==> src/sram_consts.svh <==
`ifndef SRAM_CONSTS_SVH
`define SRAM_CONSTS_SVH

// clock cycles per 16-bit beat
// needs to be at least 2 so the read pins settle before the capture edge
`define SRAM_BEAT_CYCLES 4

// halfword data bus of the external part
`define SRAM_DQ_WIDTH 16

// 256K halfwords
`define SRAM_ADDR_WIDTH 18

`define SRAM_BEATS 4 // halfwords per processor word

`define SRAM_WORD_WIDTH 64

`endif

==> src/sram_beat_timer.sv <==
`timescale 1ns/100ps
`include "sram_consts.svh"

module sram_beat_timer (
  input  logic clock,
  input  logic reset,
  input  logic run,
  output logic beat_done
);

  localparam int count_width = $clog2(`SRAM_BEAT_CYCLES + 1);
  localparam logic [count_width-1:0] last_count = count_width'(`SRAM_BEAT_CYCLES - 1);

  logic [count_width-1:0] count;

  always_ff @(posedge clock) begin
    if (!reset) begin
      count <= '0;
    end else if (!run || count == last_count) begin
      count <= '0; // idle or wrapping into the next beat
    end else begin
      count <= count + 1'b1;
    end
  end

  // the counter only leaves zero while run is high
  assign beat_done = (count == last_count);

  // a stray beat_done outside a transfer would step the sequencer or corrupt a capture
  no_beat_when_idle: assert property (
    @(posedge clock) disable iff (!reset)
    !run |-> !beat_done
  );

endmodule

==> config.mk <==
export PLATFORM = sky130hd
export DESIGN_NAME = sram_beat_timer
export DESIGN_NICKNAME = d
export VERILOG_FILES = /design/src/sram_beat_timer.sv
export VERILOG_INCLUDE_DIRS = /design/src
export SDC_FILE = /design/constraint.sdc
export NUM_CORES = 1
export LEC_CHECK = 0
export ABC_AREA = 1
export BUFFER_PORTS_ARGS = -buffer_cell sky130_fd_sc_hd__buf_4
export CAP_MARGIN = 5
export CORE_AREA = 2 2 39 41
export CTS_BUF_LIST = sky130_fd_sc_hd__clkbuf_2 sky130_fd_sc_hd__clkbuf_4 sky130_fd_sc_hd__clkbuf_8
export CTS_CLUSTER_DIAMETER = 30
export DETAILED_ROUTE_END_ITERATION = 12
export DIE_AREA = 0 0 41 43
export GPL_TIMING_DRIVEN = 0
export PLACE_DENSITY = 0.3
export SLEW_MARGIN = 5
export SYNTH_ARGS = -nofsm -noshare
export SYNTH_HDL_FRONTEND = slang
export SYNTH_SLANG_ARGS = --single-unit
==> constraint.sdc <==
create_clock -name clock -period 2.5 [get_ports clock]
set_input_delay 0.375 -clock clock [delete_from_list [all_inputs] [get_ports clock]]
set_output_delay 0.375 -clock clock [all_outputs]
set_load 0.02 [all_outputs]
==> results.sh <==
export IMPL_seq_area_frac_synth=0.511
export IMPL_vias=91
export IMPL_setup_viol=0
export IMPL_power_density_nw_per_um2=801
export IMPL_final_nets=25
export IMPL_wl_um=194
export IMPL_fp_dieH_um=43
export IMPL_std_cell_rows=14
export IMPL_fin_area_um2=190
export IMPL_htreeDepth=1
export IMPL_cts_setup_buffers=0
export IMPL_cts_tree="built"
export IMPL_start_util=0.0850
export IMPL_clockBufferDepth=2
export IMPL_n_antenna_cell=0
export IMPL_fin_ws_ns=1.05
export IMPL_post_drt_via_cell_ratio=2.60
export IMPL_arrival_ns=1.07
export IMPL_end_kind="primary output"
export IMPL_synth_seq_cells=3
export IMPL_cp_max_fo=2
export IMPL_comb_power_share=0.043
export IMPL_post_cts_resized=0
export IMPL_drt_iter0_markers=1
export IMPL_synth_net_count=17
export IMPL_wire_per_inst_um=5.54
export IMPL_rsz0062_at_grt="false"
export IMPL_cts_clk_slew_worst_paths_ns=0.04
export IMPL_synthesis_area_um2=118
export IMPL_dpl_instance_area_um2=160
export IMPL_cts_root_buf="clkbuf_4"
export IMPL_fin_worst_skew_ns=0.00144
export IMPL_clock_fmax_mhz=690
export IMPL_crit_required_ns=2.12
export IMPL_switching_power_w=0.0000283
export IMPL_first_global_vias=85
export IMPL_hold_viol=0
export IMPL_sw_frac_of_total=0.186
export IMPL_status="finished clean"
export IMPL_ys_types=5
export IMPL_slew_headroom=0.946
export IMPL_dp_hpwl_um=146
export IMPL_vdd_ir_drop_worst_v=0.000128
export IMPL_slew_viol_final=0
export IMPL_regMostFlops="count"
export IMPL_r2r_slack_ns=1.52
export IMPL_largest_reg_flops=3
export IMPL_holdBufCountCts=0
export IMPL_start_kind="flop"
export IMPL_numCtsBuffers=3
export IMPL_boundaryPins=4
export IMPL_grt_start_max_net_pins=4
export IMPL_worst_slew_pin_transition_ns=0.0813
export IMPL_nFillCells=159
export IMPL_areaGrowthSynthToFinish_pct=61.7
export IMPL_die_area_um2=1760
export IMPL_syn_inst=12
export IMPL_dp_slack_ns=1.28
export IMPL_antenna_found_initial=0
export IMPL_core_area_um2=1380
export IMPL_finalSetupTns_ns=0
export IMPL_gp_congestion=0.463
export IMPL_pwr_share_clk=0.626
export IMPL_p_leak_nw=0.0871
export IMPL_ant_nets=0
export IMPL_clock_latency_ns=0.23
export IMPL_timing_setup_critical_path_class="reg -> out"
export IMPL_synth_area_per_cell_um2=9.80
export IMPL_drc=0
export IMPL_drive_above_1_share=0.421
export IMPL_p_int_w=0.000124
export IMPL_track_usage=0.0371
export IMPL_largest_registers="count x3"
export IMPL_overflow=0
export IMPL_dr_pass1_iters=2
export IMPL_fin_crit_ns=1.45
export IMPL_fp_dieW_um=41
export IMPL_port_buffers=3
export IMPL_grt_pass1_wl_um=289
export IMPL_period_share=0.579
export IMPL_pwr_share_seq=0.331
export IMPL_hold_class="reg -> reg"
export IMPL_drv_cap=0
export IMPL_cts_sinks=3
export IMPL_yosys_warnings=0
-- metal layers --
metal  track usage  share of wire  up-vias
li1              -              -       49
met1        0.0192           0.35       38
met2        0.0313           0.48        4
met3        0.0471           0.16        0
met4        0.0800              0        0
met5             0              0        -
-- worst paths after layout --
path / from / to / cells past startpoint
worst min-delay path: count[0] / count[0] / 1
worst max register to register: count[0] / count[0] / 5
worst max-delay path: count[0] / beat_done / 3
worst min register to register: count[0] / count[0] / 1
-- cell families (layout without fill, tap and decap cells) --
| kind of cell | Yosys count | after routing | share of synthesized area |
|---|---|---|---|
| simple gates | 4 | 4 | 0.181 |
| fa+ha+maj | 2 | 2 | 0.213 |
| flops | 3 | 3 | 0.511 |
| buf+inv | 3 | 10 | 0.0957 |
-- critical path, cell delays in order, from the launching register on --
cell	delay [ns]
dfxtp_1	0.30
ha_1	0.19
ha_1	0.19
buf_4	0.16
-- cell type report --
type	instances	area, um^2	share of cell area
Inverter	3	11.3	0.0592
Multi-Input combinational cell	6	46.3	0.243
Clock buffer	4	30.0	0.158
Sequential cell	3	60.1	0.316
Tap cell	16	20.0	0.105
Timing Repair Buffer	3	22.5	0.118
-- power by group through the flow --
stage | clock [W] | sequential [W] | combinational (W)
2_1_floorplan | 0 | 0.0000510 | 0.00000330
3_3_place_gp | 0 | 0.0000510 | 0.00000637
3_5_place_dp | 0 | 0.0000511 | 0.00000675
4_1_cts | 0.000102 | 0.0000504 | 0.00000679
5_1_grt | 0.000110 | 0.0000506 | 0.00000761
6_report | 0.0000954 | 0.0000504 | 0.00000657
-- placed cells by master (no fill, tap or decap), drive strengths merged --
master / n
buf: 3
inv: 3
nand3: 1
nor2: 3
dfxtp: 3
ha: 2
clkbuf: 4
-- metrics by stage --
stage / power (W) / util / hold slack (ns) / instances
finish: 0.000152 / 0.137 / 0.417 / 35
global route: 0.000168 / 0.137 / 0.420 / 35
CTS: 0.000159 / 0.137 / 0.415 / 35
detailed placement: 0.0000579 / 0.116 / 0.419 / 31
global placement: 0.0000574 / 0.116 / 0.405 / 31
floorplan: 0.0000543 / - / 0.397 / 12
-- synth_stat cells --
cell type,count,share of area
dfxtp_1,3,0.51
inv_1,3,0.096
nor2_1,3,0.096
ha_1,2,0.21
nand3_2,1,0.085
No activity file was read; power rests on OpenSTA's default activity.
