$ cat config.mk
export PLATFORM = sky130hd
export DESIGN_NAME = sram_data_path
export DESIGN_NICKNAME = d
export VERILOG_FILES = /design/src/sram_pkg.sv /design/src/sram_data_path.sv
export VERILOG_INCLUDE_DIRS = /design/src
export SDC_FILE = /design/constraint.sdc
export NUM_CORES = 1
export LEC_CHECK = 0
export BUFFER_PORTS_ARGS = -buffer_cell sky130_fd_sc_hd__buf_2
export CORE_AREA = 3 3 112 114
export DETAILED_ROUTE_END_ITERATION = 7
export DIE_AREA = 0 0 115 117
export PLACE_DENSITY = 0.82
export SLEW_MARGIN = 25
export SYNTH_ARGS = -nofsm -noshare
export SYNTH_HDL_FRONTEND = slang
export SYNTH_SLANG_ARGS = --single-unit
$ cat constraint.sdc
create_clock -name clock -period 4.67 [get_ports clock]
set_input_delay 0.467 -clock clock [delete_from_list [all_inputs] [get_ports clock]]
set_output_delay 0.467 -clock clock [all_outputs]
set_load 0.01 [all_outputs]
$ cat src/sram_consts.svh
`ifndef SRAM_CONSTS_SVH
`define SRAM_CONSTS_SVH

// clock cycles per 16-bit beat
// needs to be at least 2 so the read pins settle before the capture edge
`define SRAM_BEAT_CYCLES 4

// halfword data bus of the external part
`define SRAM_DQ_WIDTH 16

// 256K halfwords
`define SRAM_ADDR_WIDTH 18

`define SRAM_BEATS 4 // halfwords per processor word

`define SRAM_WORD_WIDTH 64

`endif

$ cat src/sram_pkg.sv
`include "sram_consts.svh"

package sram_pkg;

  typedef logic [1:0] beat_t; // which halfword of the word is on the bus

  typedef struct packed {
    logic                        valid;
    logic [31:0]                 addr; // byte address
    logic [`SRAM_WORD_WIDTH-1:0] wdata;
    logic [7:0]                  wstrb; // all zero means a read
  } mem_req_t;

  typedef struct packed {
    logic                        ready;
    logic [`SRAM_WORD_WIDTH-1:0] rdata;
  } mem_rsp_t;

  // the port sees whole words, the SRAM side works one halfword at a time
  typedef union packed {
    logic [`SRAM_WORD_WIDTH-1:0]                 whole;
    logic [`SRAM_BEATS-1:0][`SRAM_DQ_WIDTH-1:0] half;
  } sram_word_u;

endpackage

$ cat src/sram_data_path.sv
`timescale 1ns/100ps
`include "sram_consts.svh"

module sram_data_path (
  input  logic                        clock,
  input  logic                        reset,
  input  sram_pkg::mem_req_t          req,
  input  logic                        accept,
  input  logic                        writing,
  input  logic                        reading,
  input  sram_pkg::beat_t             beat,
  input  logic                        beat_done,
  output logic [`SRAM_WORD_WIDTH-1:0] rdata,
  output logic                        ce_n,
  output logic                        we_n,
  output logic                        oe_n,
  output logic                        ub_n,
  output logic                        lb_n,
  output logic [`SRAM_ADDR_WIDTH-1:0] sram_addr,
  output logic [`SRAM_DQ_WIDTH-1:0]   dq_out,
  input  logic [`SRAM_DQ_WIDTH-1:0]   dq_in
);

  import sram_pkg::*;

  logic [`SRAM_ADDR_WIDTH-3:0] base_addr; // byte address bits 18:3
  logic [7:0]                  strb_q;
  sram_word_u                  wword;
  sram_word_u                  rword;

  always_ff @(posedge clock) begin
    if (accept) begin
      base_addr   <= req.addr[18:3];
      strb_q      <= req.wstrb;
      wword.whole <= req.wdata;
    end
    // the pins have shown this beat's address since early in the beat
    if (reading && beat_done) begin
      rword.half[beat] <= dq_in;
    end
  end

  // address and write lane for the current beat, one cycle behind the sequencer
  always_ff @(posedge clock) begin
    sram_addr <= {base_addr, beat};
    dq_out    <= wword.half[beat];
  end

  always_ff @(posedge clock) begin
    if (!reset) begin
      ce_n <= 1'b1;
      we_n <= 1'b1;
      oe_n <= 1'b1;
      ub_n <= 1'b1;
      lb_n <= 1'b1;
    end else begin
      ce_n <= !(writing || reading);
      we_n <= !writing;
      oe_n <= !reading;
      // writes take the strobe pair of this halfword, reads enable both bytes
      ub_n <= writing ? !strb_q[{beat, 1'b1}] : !reading;
      lb_n <= writing ? !strb_q[{beat, 1'b0}] : !reading;
    end
  end

  assign rdata = rword.whole;

  // both low would have the controller and the SRAM fighting over dq
  no_bus_fight: assert property (
    @(posedge clock) disable iff (!reset)
    !(!we_n && !oe_n)
  );

endmodule

==> results.ini <==
[status]
outcome = finished clean

[clock_network]
cts.clk_slew.worst_paths_ns = 0.07
clock_sinks = 191
cts_tree = done
cts-buffers-inserted = 17
cts_resized = 0
htreeDepth = 4
cts_setup_buffers = 0
cts_hold_buf = 0
worstSkewPairLatency_ns = 0.42
root_buffer = clkbuf_16
clockBufferDepth = 2

[timing]
drv_slew = 0
hold_viol = 0
max_freq_mhz = 675
fin_hold_ws_ns = 0.217
tns_ns = 0
rsz0062_at_grt = no
timing.final.crit_share = 0.317
tightest_slew_ns = 0.762
clock_skew_ns = 0.00456
setup_violations = 0
period_needed_ns = 1.48
slew_headroom = 0.492

[setup_path]
regToRegEndpoint = dq_out[11]
cp-endpoint = rdata[29]
cp.arrival_ns = 1.58
crit_path_start = beat[0]
crit_path_top_delay_cell = buf_2
ff2ff_path_depth = 1
critPathCaptureType = register
crit_required_ns = 4.77
cp_max_fo = 22
crit_type = in -> reg
max_stage_delay_ns = 0.54
r2r_slack_ns = 3.65
cp_cell_sequence = buf_2 -> nand3_1 -> nor2_1 -> buf_4
r2r_start = wword[27]
critPathLaunchType = input port

[yosys]
synth_edf_count = 152
synth_compound_area_frac = 0.00593
synthSimpleGateAreaFrac = 0.00995
synthAdderAreaFrac = 0
synth_async_sr_flop_share = 0
synth_top_area_share = 0.772
ys_ff_latch = 191
ys_warn_count = 0
ys.flop_type = edfxtp_1
synth_top_family_by_area = multiplexers
yosysSeqAreaShare = 0.904
avgSynthCellArea_um2 = 25.7
synthMuxAreaShare = 0.0724
synthDistinctLibCells = 16
yosysMostFrequentCell = edfxtp_1
synth_fp_nets = 359
synth-xor-area-share = 0
synth_top_area_cell = edfxtp_1
synth_common_cells = 152 x edfxtp_1, 39 x dfxtp_1, 10 x mux4_2
syn_area_um2 = 5910
synthCells = 230
synth_area_leaders = edfxtp_1 77%, dfxtp_1 13%, mux4_2 3.8%, mux4_1 2.7%, mux2_2 0.76%

[floorplanning]
dieArea_um2 = 13500
start_util = 0.513
core_um2 = 11500
fp.dieH_um = 117
pin_count = 232
rows = 39
die_w_um = 115

[route]
num_vias = 3113
wl_per_cell_um = 18.2
antenna_left = 0
routed_wl_um = 11300
viasPerCell = 5.03
drt_iter0_drc = 218
dr.pass1.iters = 4
drc = 0

[global_route]
grt_pass1_wl_um = 16500
antenna_found_initial = 1
grt_pass1_vias = 3134
overflow = 0
grt_max_degree = 89
track_usage = 0.171

[placement]
placed_cell_area_um2 = 7160
place_congestion = 0.746
hpwl_um = 7990
portBuffers = 214
placed_cells = 587

[final_layout]
diodes = 0
postLayoutCellArea_um2 = 7730
nets = 592
area_delta_synth_final_pct = 30.8
layout-drive-gt1-share = 0.561
stdcell_count = 619
n_fill_cell = 737

[pwr]
power_density_nw_per_um2 = 458
ir_drop_uv = 299
p_leak_nw = 3.10

[run]
cap_violations = 0

[hold_path]
worstHoldStart = req[85]
hold_path_class = in -> reg

kinds of logic (layout without fill, tap and decap cells):
family,Yosys count,after routing
AO/OA/AOI/OAI,3,3
AND/OR/NAND/NOR,11,11
buffers and inverters,5,251
multiplexers,20,20
flip-flops,191,191
metrics by stage:
step | util | setup WS [ns] | total power, mW
after floorplan | - | 2.29 | 2.09
after global placement | 0.622 | 2.74 | 2.21
after CTS | 0.671 | 3.17 | 3.58
after global routing | 0.672 | 2.98 | 3.68
final | 0.672 | 3.19 | 3.54
after detailed placement | 0.622 | 2.72 | 2.23
layout by cell type, fill, tap and decap left out, drive strengths merged:
cell and instances:
and3 1, a221oi 2, inv 3, clkinv 6, and3b 2, bufinv 1
o21ai 1, dfxtp 39, buf 218, nand2 3, clkbuf 21, edfxtp 152
nor2 2, mux4 16, mux2 4, nor3 2, clkinvlp 2, nand3 1
worst min-delay path by stage:
stage	end	slack, ns	cells past startpoint
2_1_floorplan	sram_addr[10]	0.32	0
3_3_place_gp	sram_addr[7]	0.32	0
3_5_place_dp	sram_addr[17]	0.33	0
4_1_cts	wword[27]	0.20	1
5_1_grt	wword[7]	0.19	1
6_report	base_addr[10]	0.22	1
registers in the layout, summed over array words and instances, names as in the netlist:
register and count:
sram_addr 18, lb_n 1, base_addr 16, strb_q 8, wword 64, ce_n 1
rdata 64, ub_n 1, dq_out 16, we_n 1, oe_n 1
area by class of cell:
class | count | area (µm²) | area share
flip-flops and latches | 191 | 5350 | 0.691
repair buffers | 218 | 1110 | 0.143
multi-input cells | 34 | 532 | 0.0687
clock buffers | 21 | 460 | 0.0595
well taps | 143 | 179 | 0.0231
clock inverters | 11 | 108 | 0.0139
inverters | 1 | 3.75 | 0.000485
per-layer routing:
metal	wire length, µm	GRT usage
met5	13	0
met4	223	0.0798
met3	1290	0.0823
met2	5620	0.282
met1	4150	0.189
power by group:
part           switching [mW]  internal [mW]
Combinational           0.106         0.0980
Clock                   0.588          0.768
Sequential             0.0292           1.96
critical path, delay by kind of cell:
kind | cells | cell delay (ns)
buffers and inverters | 2 | 0.80
and+or+nand+nor | 2 | 0.29
Note: power is estimated with default switching activity, not from simulation.
