File: config.mk
export PLATFORM = sky130hd
export DESIGN_NAME = sram_sequencer
export DESIGN_NICKNAME = d
export VERILOG_FILES = /design/src/sram_pkg.sv /design/src/sram_sequencer.sv
export VERILOG_INCLUDE_DIRS = /design/src
export SDC_FILE = /design/constraint.sdc
export NUM_CORES = 1
export LEC_CHECK = 0
export BUFFER_PORTS_ARGS = -buffer_cell sky130_fd_sc_hd__buf_2
export CAP_MARGIN = 20
export CORE_AREA = 2 2 39 41
export DETAILED_ROUTE_END_ITERATION = 16
export DIE_AREA = 0 0 41 43
export PLACE_DENSITY_LB_ADDON = 0.05
export SLEW_MARGIN = 5
export SYNTH_ARGS = -nofsm -noshare
export SYNTH_HDL_FRONTEND = slang
export SYNTH_SLANG_ARGS = --single-unit
File: constraint.sdc
create_clock -name clock -period 1.52 [get_ports clock]
set_clock_uncertainty 0.15 [all_clocks]
set_input_delay 0.076 -clock clock [delete_from_list [all_inputs] [get_ports clock]]
set_output_delay 0.076 -clock clock [all_outputs]
set_load 0.01 [all_outputs]
File: src/sram_consts.svh
`ifndef SRAM_CONSTS_SVH
`define SRAM_CONSTS_SVH

// clock cycles per 16-bit beat
// needs to be at least 2 so the read pins settle before the capture edge
`define SRAM_BEAT_CYCLES 4

// halfword data bus of the external part
`define SRAM_DQ_WIDTH 16

// 256K halfwords
`define SRAM_ADDR_WIDTH 18

`define SRAM_BEATS 4 // halfwords per processor word

`define SRAM_WORD_WIDTH 64

`endif

File: src/sram_pkg.sv
`include "sram_consts.svh"

package sram_pkg;

  typedef logic [1:0] beat_t; // which halfword of the word is on the bus

  typedef struct packed {
    logic                        valid;
    logic [31:0]                 addr; // byte address
    logic [`SRAM_WORD_WIDTH-1:0] wdata;
    logic [7:0]                  wstrb; // all zero means a read
  } mem_req_t;

  typedef struct packed {
    logic                        ready;
    logic [`SRAM_WORD_WIDTH-1:0] rdata;
  } mem_rsp_t;

  // the port sees whole words, the SRAM side works one halfword at a time
  typedef union packed {
    logic [`SRAM_WORD_WIDTH-1:0]                 whole;
    logic [`SRAM_BEATS-1:0][`SRAM_DQ_WIDTH-1:0] half;
  } sram_word_u;

endpackage

File: src/sram_sequencer.sv
`timescale 1ns/100ps

module sram_sequencer (
  input  logic            clock,
  input  logic            reset,
  input  logic            req_valid,
  input  logic            req_write,
  input  logic            beat_done,
  output logic            accept,
  output logic            run,
  output logic            writing,
  output logic            reading,
  output sram_pkg::beat_t beat,
  output logic            last_beat,
  output logic            ready
);

  typedef enum logic [1:0] {
    st_idle,
    st_transfer,
    st_done
  } state_t;

  state_t state;
  logic   write_q; // direction of the request in flight

  assign accept    = (state == st_idle) && req_valid; // valid while busy is dropped
  assign run       = (state == st_transfer);
  assign writing   = run && write_q;
  assign reading   = run && !write_q;
  assign last_beat = run && (beat == 2'd3);
  assign ready     = (state == st_done);

  always_ff @(posedge clock) begin
    if (!reset) begin
      state   <= st_idle;
      write_q <= 1'b0;
      beat    <= '0;
    end else begin
      case (state)
        st_idle: begin
          if (accept) begin
            state   <= st_transfer;
            write_q <= req_write;
            beat    <= '0;
          end
        end
        st_transfer: begin
          if (beat_done) begin
            if (last_beat) begin
              state <= st_done;
            end else begin
              beat <= beat + 2'd1;
            end
          end
        end
        st_done: begin
          state <= st_idle; // one cycle of ready, then free again
        end
        default: begin
          state <= st_idle;
        end
      endcase
    end
  end

  dir_exclusive: assert property (
    @(posedge clock) disable iff (!reset)
    !(writing && reading)
  );

  // the requester relies on a single ready per request
  ready_pulse: assert property (
    @(posedge clock) disable iff (!reset)
    ready |=> !ready
  );

endmodule

==> results.cfg, run 1 <==
[routing]
drc = 0
dr.pass1.iters = 3
drt_iter0_markers = 4
dr_total_vias = 261
wl_um = 645
avgRoutedWirePerCell_um = 10.6
ant_nets = 0
viasPerCell = 4.28

[power_and_ir_drop]
p_leak_nw = 0.203
irDropWorstVdd_mv = 0.386
power_density_nw_per_um2 = 905

[grt]
antenna_found_initial = 0
grt_max_degree = 7
track_usage_pct = 8.73
grt_pass1_vias = 237
grt-ovfl-total = 0
grt_pass1_wl_um = 952

[worst_setup_path]
path_max_fanout = 4
slowest_delay_ps = 390
critical_path.cell_chain = nand2b_1 > inv_1 > and2_1 > buf_2
end_kind = output pin
worstPathRequired_ps = 1290
cp-start-kind = flip-flop
cp_slowest_cell = dfxtp_1
crit_arrival_ps = 1200
crit_type = reg2out

[outcome]
outcome = complete, no violations

[die]
core-area_um2 = 1380
die_height_um = 43
fp.dieW_um = 41
row_count = 14
dieArea_um2 = 1760
io_pins = 13
initial_utilization_pct = 17.9

[layout]
layout-drive-gt1-share_pct = 37.8
layout.cells.non_filler = 61
layout_commonest_cell = buf_2
layout_common_cells = buf_2 (12), dfxtp_1 (5), clkbuf_4 (3), dlygate4sd3_1 (3)
area_delta_synth_final_pct = 58.1
nNetsFinal = 52
diodes = 0

[sta]
setup_ws_ps = 92.9
tightestPinTransition_ps = 292
rsz0062_at_grt = false
relSlewSlack_pct = 80.5
report.final.slew_viol_count = 0
max_freq_ghz = 0.701
fin_crit_sh_pct = 93.9
finalSetupTns_ps = 0
hold_violations = 0
post-route-min-period_ps = 1430
setup_violations = 0

[flow_run]
maxCapViolations = 0

[synthesis]
yosysWarnings = 0
yosysSeqAreaShare_pct = 40.4
syn_area_per_cell_um2 = 9.91
synth_cells = 25
async_flop_share_pct = 0
post_synth_num_cell_types = 17
syn-cell-area_um2 = 248
synth_nets = 31
synthFlopType = dfxtp_1
synth-seq-cells = 5
synth_edf_count = 0

[clock_tree]
postCtsSetupBuffers = 0
cts_buffers = 3
cts_tree = done
cts.clk_slew.worst_paths_ps = 40
cts.sinks = 5
ctsLongestPathBuffers = 2
insertion_delay_ps = 240
ctsResizeCount = 0
cts_root_buf = clkbuf_4
cts_htree_levels = 1

[placed_design]
dp_slack_ps = 156
place_inst = 54
port_buffers = 12
place_congestion = 0.629
hpwl_um = 472

[min_path]
hp-class = in2reg
## kinds of logic (layout without fill, tap and decap cells)
group,Yosys count,count (layout),synth area share [%]
simple gates,13,13,38.9
flops,5,5,40.4
compound gates,4,4,10.1
fa+ha+maj,1,1,5.05
mux,1,1,4.04
buf+inv,1,21,1.51
## state kept, by name, summed over array words and instances (netlist names)
register,count
write_q,1
state,2
beat,2
## critical path: cells and delay by family (launching register included)
kind,cells,cell delay [ps]
buffers and inverters,2,220
AND/OR/NAND/NOR,2,350
flip-flops,1,390
## synth_stat cells, types with 2 or more instances
library cell / instances / share of area, %
and2_1: 2 / 5.0
dfxtp_1: 5 / 40
nor2_1: 2 / 3.0
nor2b_1: 2 / 5.0
o21a_1: 2 / 6.1
## through the flow
stage | hold slack (ps) | instance area [um^2] | power (mW) | util [%]
2_1_floorplan | 43.5 | 248 | 0.172 | -
5_1_grt | 171 | 392 | 0.376 | 28.3
4_1_cts | 169 | 392 | 0.362 | 28.3
3_5_place_dp | 187 | 335 | 0.195 | 24.2
3_3_place_gp | 185 | 335 | 0.195 | 24.2
6_report | 169 | 392 | 0.354 | 28.3
## power breakdown
| part | total (mW) | internal, mW | switching (mW) |
|---|---|---|---|
| Sequential | 0.143 | 0.137 | 0.00606 |
| Clock | 0.157 | 0.0994 | 0.0571 |
| Combinational | 0.0546 | 0.0295 | 0.0251 |
| Total | 0.354 | 0.266 | 0.0882 |
## layout make-up
cell class / instances / area (um^2)
Tap cell: 16 / 20.0
Clock buffer: 4 / 26.3
Inverter: 1 / 3.75
Multi-Input combinational cell: 19 / 144
Timing Repair Buffer: 16 / 97.6
Sequential cell: 5 / 100
Fill cell: 172 / 992
## timing repair
| item | 4_1_cts | 5_1_grt |
|---|---|---|
| hold buffers | 3 | 0 |
| endpoints found under the hold margin | 4 | 0 |
| endpoints found under the setup margin | 0 | 0 |
## path summary, 6_finish.rpt
path                         startpoint                     to  slack [ps]  cells past startpoint
setup / recovery  state[1]$_SDFFE_PN0P_              last_beat          90                      4
hold / removal                req_valid  state[0]$_SDFFE_PN0P_         170                      3
setup reg to reg   beat[0]$_SDFFE_PN0P_   beat[0]$_SDFFE_PN0P_         150                      4
hold reg to reg    write_q$_SDFFE_PN0P_   write_q$_SDFFE_PN0P_         380                      2
## layer usage
metal | vias up | GRT usage (%) | wire length [um]
li1 | 131 | - | -
met1 | 114 | 11.6 | 306
met2 | 12 | 9.06 | 249
met3 | 4 | 3.66 | 65
met4 | 0 | 10.0 | 24
met5 | - | 0 | 0
Note: power is estimated with default switching activity, not from simulation.
==> inputs of run 2 (changes only) <==
- clock period: 1.52 -> 1.73 ns (I/O delays scaled with it)
==> run 2 against run 1 <==
Net effect: critical path type is now reg2reg; clock power is 13% lower; combinational power is 16% lower; highest routed layer unchanged; critical path depth stayed put; largest power group unchanged; sequential share of layout area is 0.50 points higher.
==> results.cfg, run 2 (synthesized netlist as in run 1, its figures left out) <==
[die]
initial_utilization_pct = 17.9
io_pins = 13
fp.dieW_um = 41
row_count = 14
dieArea_um2 = 1760
core-area_um2 = 1380
die_height_um = 43

[clock_tree]
cts_root_buf = clkbuf_4
ctsLongestPathBuffers = 2
cts_htree_levels = 1
insertion_delay_ps = 240
cts_tree = done
cts.sinks = 5
cts_buffers = 3
cts.clk_slew.worst_paths_ps = 50
postCtsSetupBuffers = 0

[routing]
drc = 0
viasPerCell = 3.92
avgRoutedWirePerCell_um = 9.63
ant_nets = 0
dr_total_vias = 235
dr.pass1.iters = 1
wl_um = 578
drt_iter0_markers = 0

[layout]
layout_common_cells = buf_2 (12), dfxtp_1 (5), clkbuf_4 (3), dlygate4sd3_1 (3)
fill_cells = 157
layout_commonest_cell = buf_2
layout.cells.non_filler = 60
largestRegisters = beat (2), state (2), write_q (1)
area_delta_synth_final_pct = 55.1
final_util_pct = 27.8
diodes = 0
nNetsFinal = 51
fin_area_um2 = 384
layout-drive-gt1-share_pct = 36.4

[power_and_ir_drop]
p_leak_nw = 0.199
pwr-share-clk_pct = 44.2
p_comb_share_pct = 14.9
irDropWorstVdd_mv = 0.270
switching_share_pct = 24.4
p_switching_mw = 0.0748
total_power_mw = 0.307
internal-power_mw = 0.232
power_density_nw_per_um2 = 800
seqPwrFrac_pct = 40.9

[grt]
track_usage_pct = 8.04
grt-ovfl-total = 0
grt_pass1_wl_um = 890
grt_max_degree = 7
antenna_found_initial = 0
grt_pass1_vias = 225

[worst_setup_path]
cp_slowest_cell = dfxtp_1
crit_arrival_ps = 1450
worstPathRequired_ps = 1720
path_max_fanout = 4
slowest_delay_ps = 320
critical_path.cell_chain = ha_1 > nand4bb_1 > and3b_1 > o21a_1
cp-start-kind = flip-flop
end_kind = flip-flop
crit_type = reg2reg

[sta]
fin_crit_sh_pct = 84.7
report.final.slew_viol_count = 0
post-route-min-period_ps = 1470
hold_violations = 0
setup_ws_ps = 265
hold_ws_ps = 180
tightestPinTransition_ps = 281
rsz0062_at_grt = false
relSlewSlack_pct = 81.2
finalSetupTns_ps = 0
setup_violations = 0
max_freq_ghz = 0.683

[flow_run]
maxCapViolations = 0

[placed_design]
place_inst = 53
port_buffers = 12
dp_slack_ps = 260
hpwl_um = 446
dpl_cell_area_um2 = 328
place_congestion = 0.666

[outcome]
outcome = complete, no violations

[min_path]
hp-class = in2reg
==> run 2: cell count changes in the layout (fill, tap and decap cells not counted) <==
cell	delta
buf_4	-1
==> run 2: repair_timing <==
item / in CTS / in global routing
resized for setup: 0 / 0
hold buffers: 3 / 0
endpoints found under the hold margin: 5 / 0
==> run 2: worst max-delay path: cells and delay by family, from the launching register on <==
kind / cells / cell delay (ps)
and+or+nand+nor: 2 / 490
DFF: 1 / 320
AOI/OAI and AO/OA: 1 / 170
adders and majority gates: 1 / 230
==> run 2: path summary, 6_finish.rpt <==
kind,depth (start not counted),start,end,slack [ps]
max,4,beat[0]$_SDFFE_PN0P_,beat[0]$_SDFFE_PN0P_,260
min,3,req_valid,state[0]$_SDFFE_PN0P_,180
max reg2reg,4,beat[0]$_SDFFE_PN0P_,beat[0]$_SDFFE_PN0P_,260
min reg2reg,2,beat[1]$_SDFFE_PN0P_,beat[1]$_SDFFE_PN0P_,380
==> run 2: power by group through the flow <==
stage / combinational (mW) / clock, mW / sequential [mW]
2_1_floorplan: 0.0229 / 0 / 0.128
5_1_grt: 0.0501 / 0.151 / 0.126
4_1_cts: 0.0465 / 0.144 / 0.126
3_5_place_dp: 0.0411 / 0 / 0.128
6_report: 0.0457 / 0.136 / 0.126
3_3_place_gp: 0.0411 / 0 / 0.128
==> run 2: layer usage <==
metal / GRT usage, % / vias up / wire length [um]
met1: 9.68 / 99 / 265
met5: 0 / - / 0
met4: 8.00 / 0 / 8
li1: - / 124 / -
met2: 10.0 / 10 / 244
met3: 3.14 / 2 / 60
==> run 2: layout make-up <==
cell class / instances / area [um^2] / share of cell area, %
Sequential cell: 5 / 100 / 26.1
Timing Repair Buffer: 15 / 90.1 / 23.5
Inverter: 1 / 3.75 / 0.977
Multi-Input combinational cell: 19 / 144 / 37.5
Tap cell: 16 / 20.0 / 5.21
Clock buffer: 4 / 26.3 / 6.84
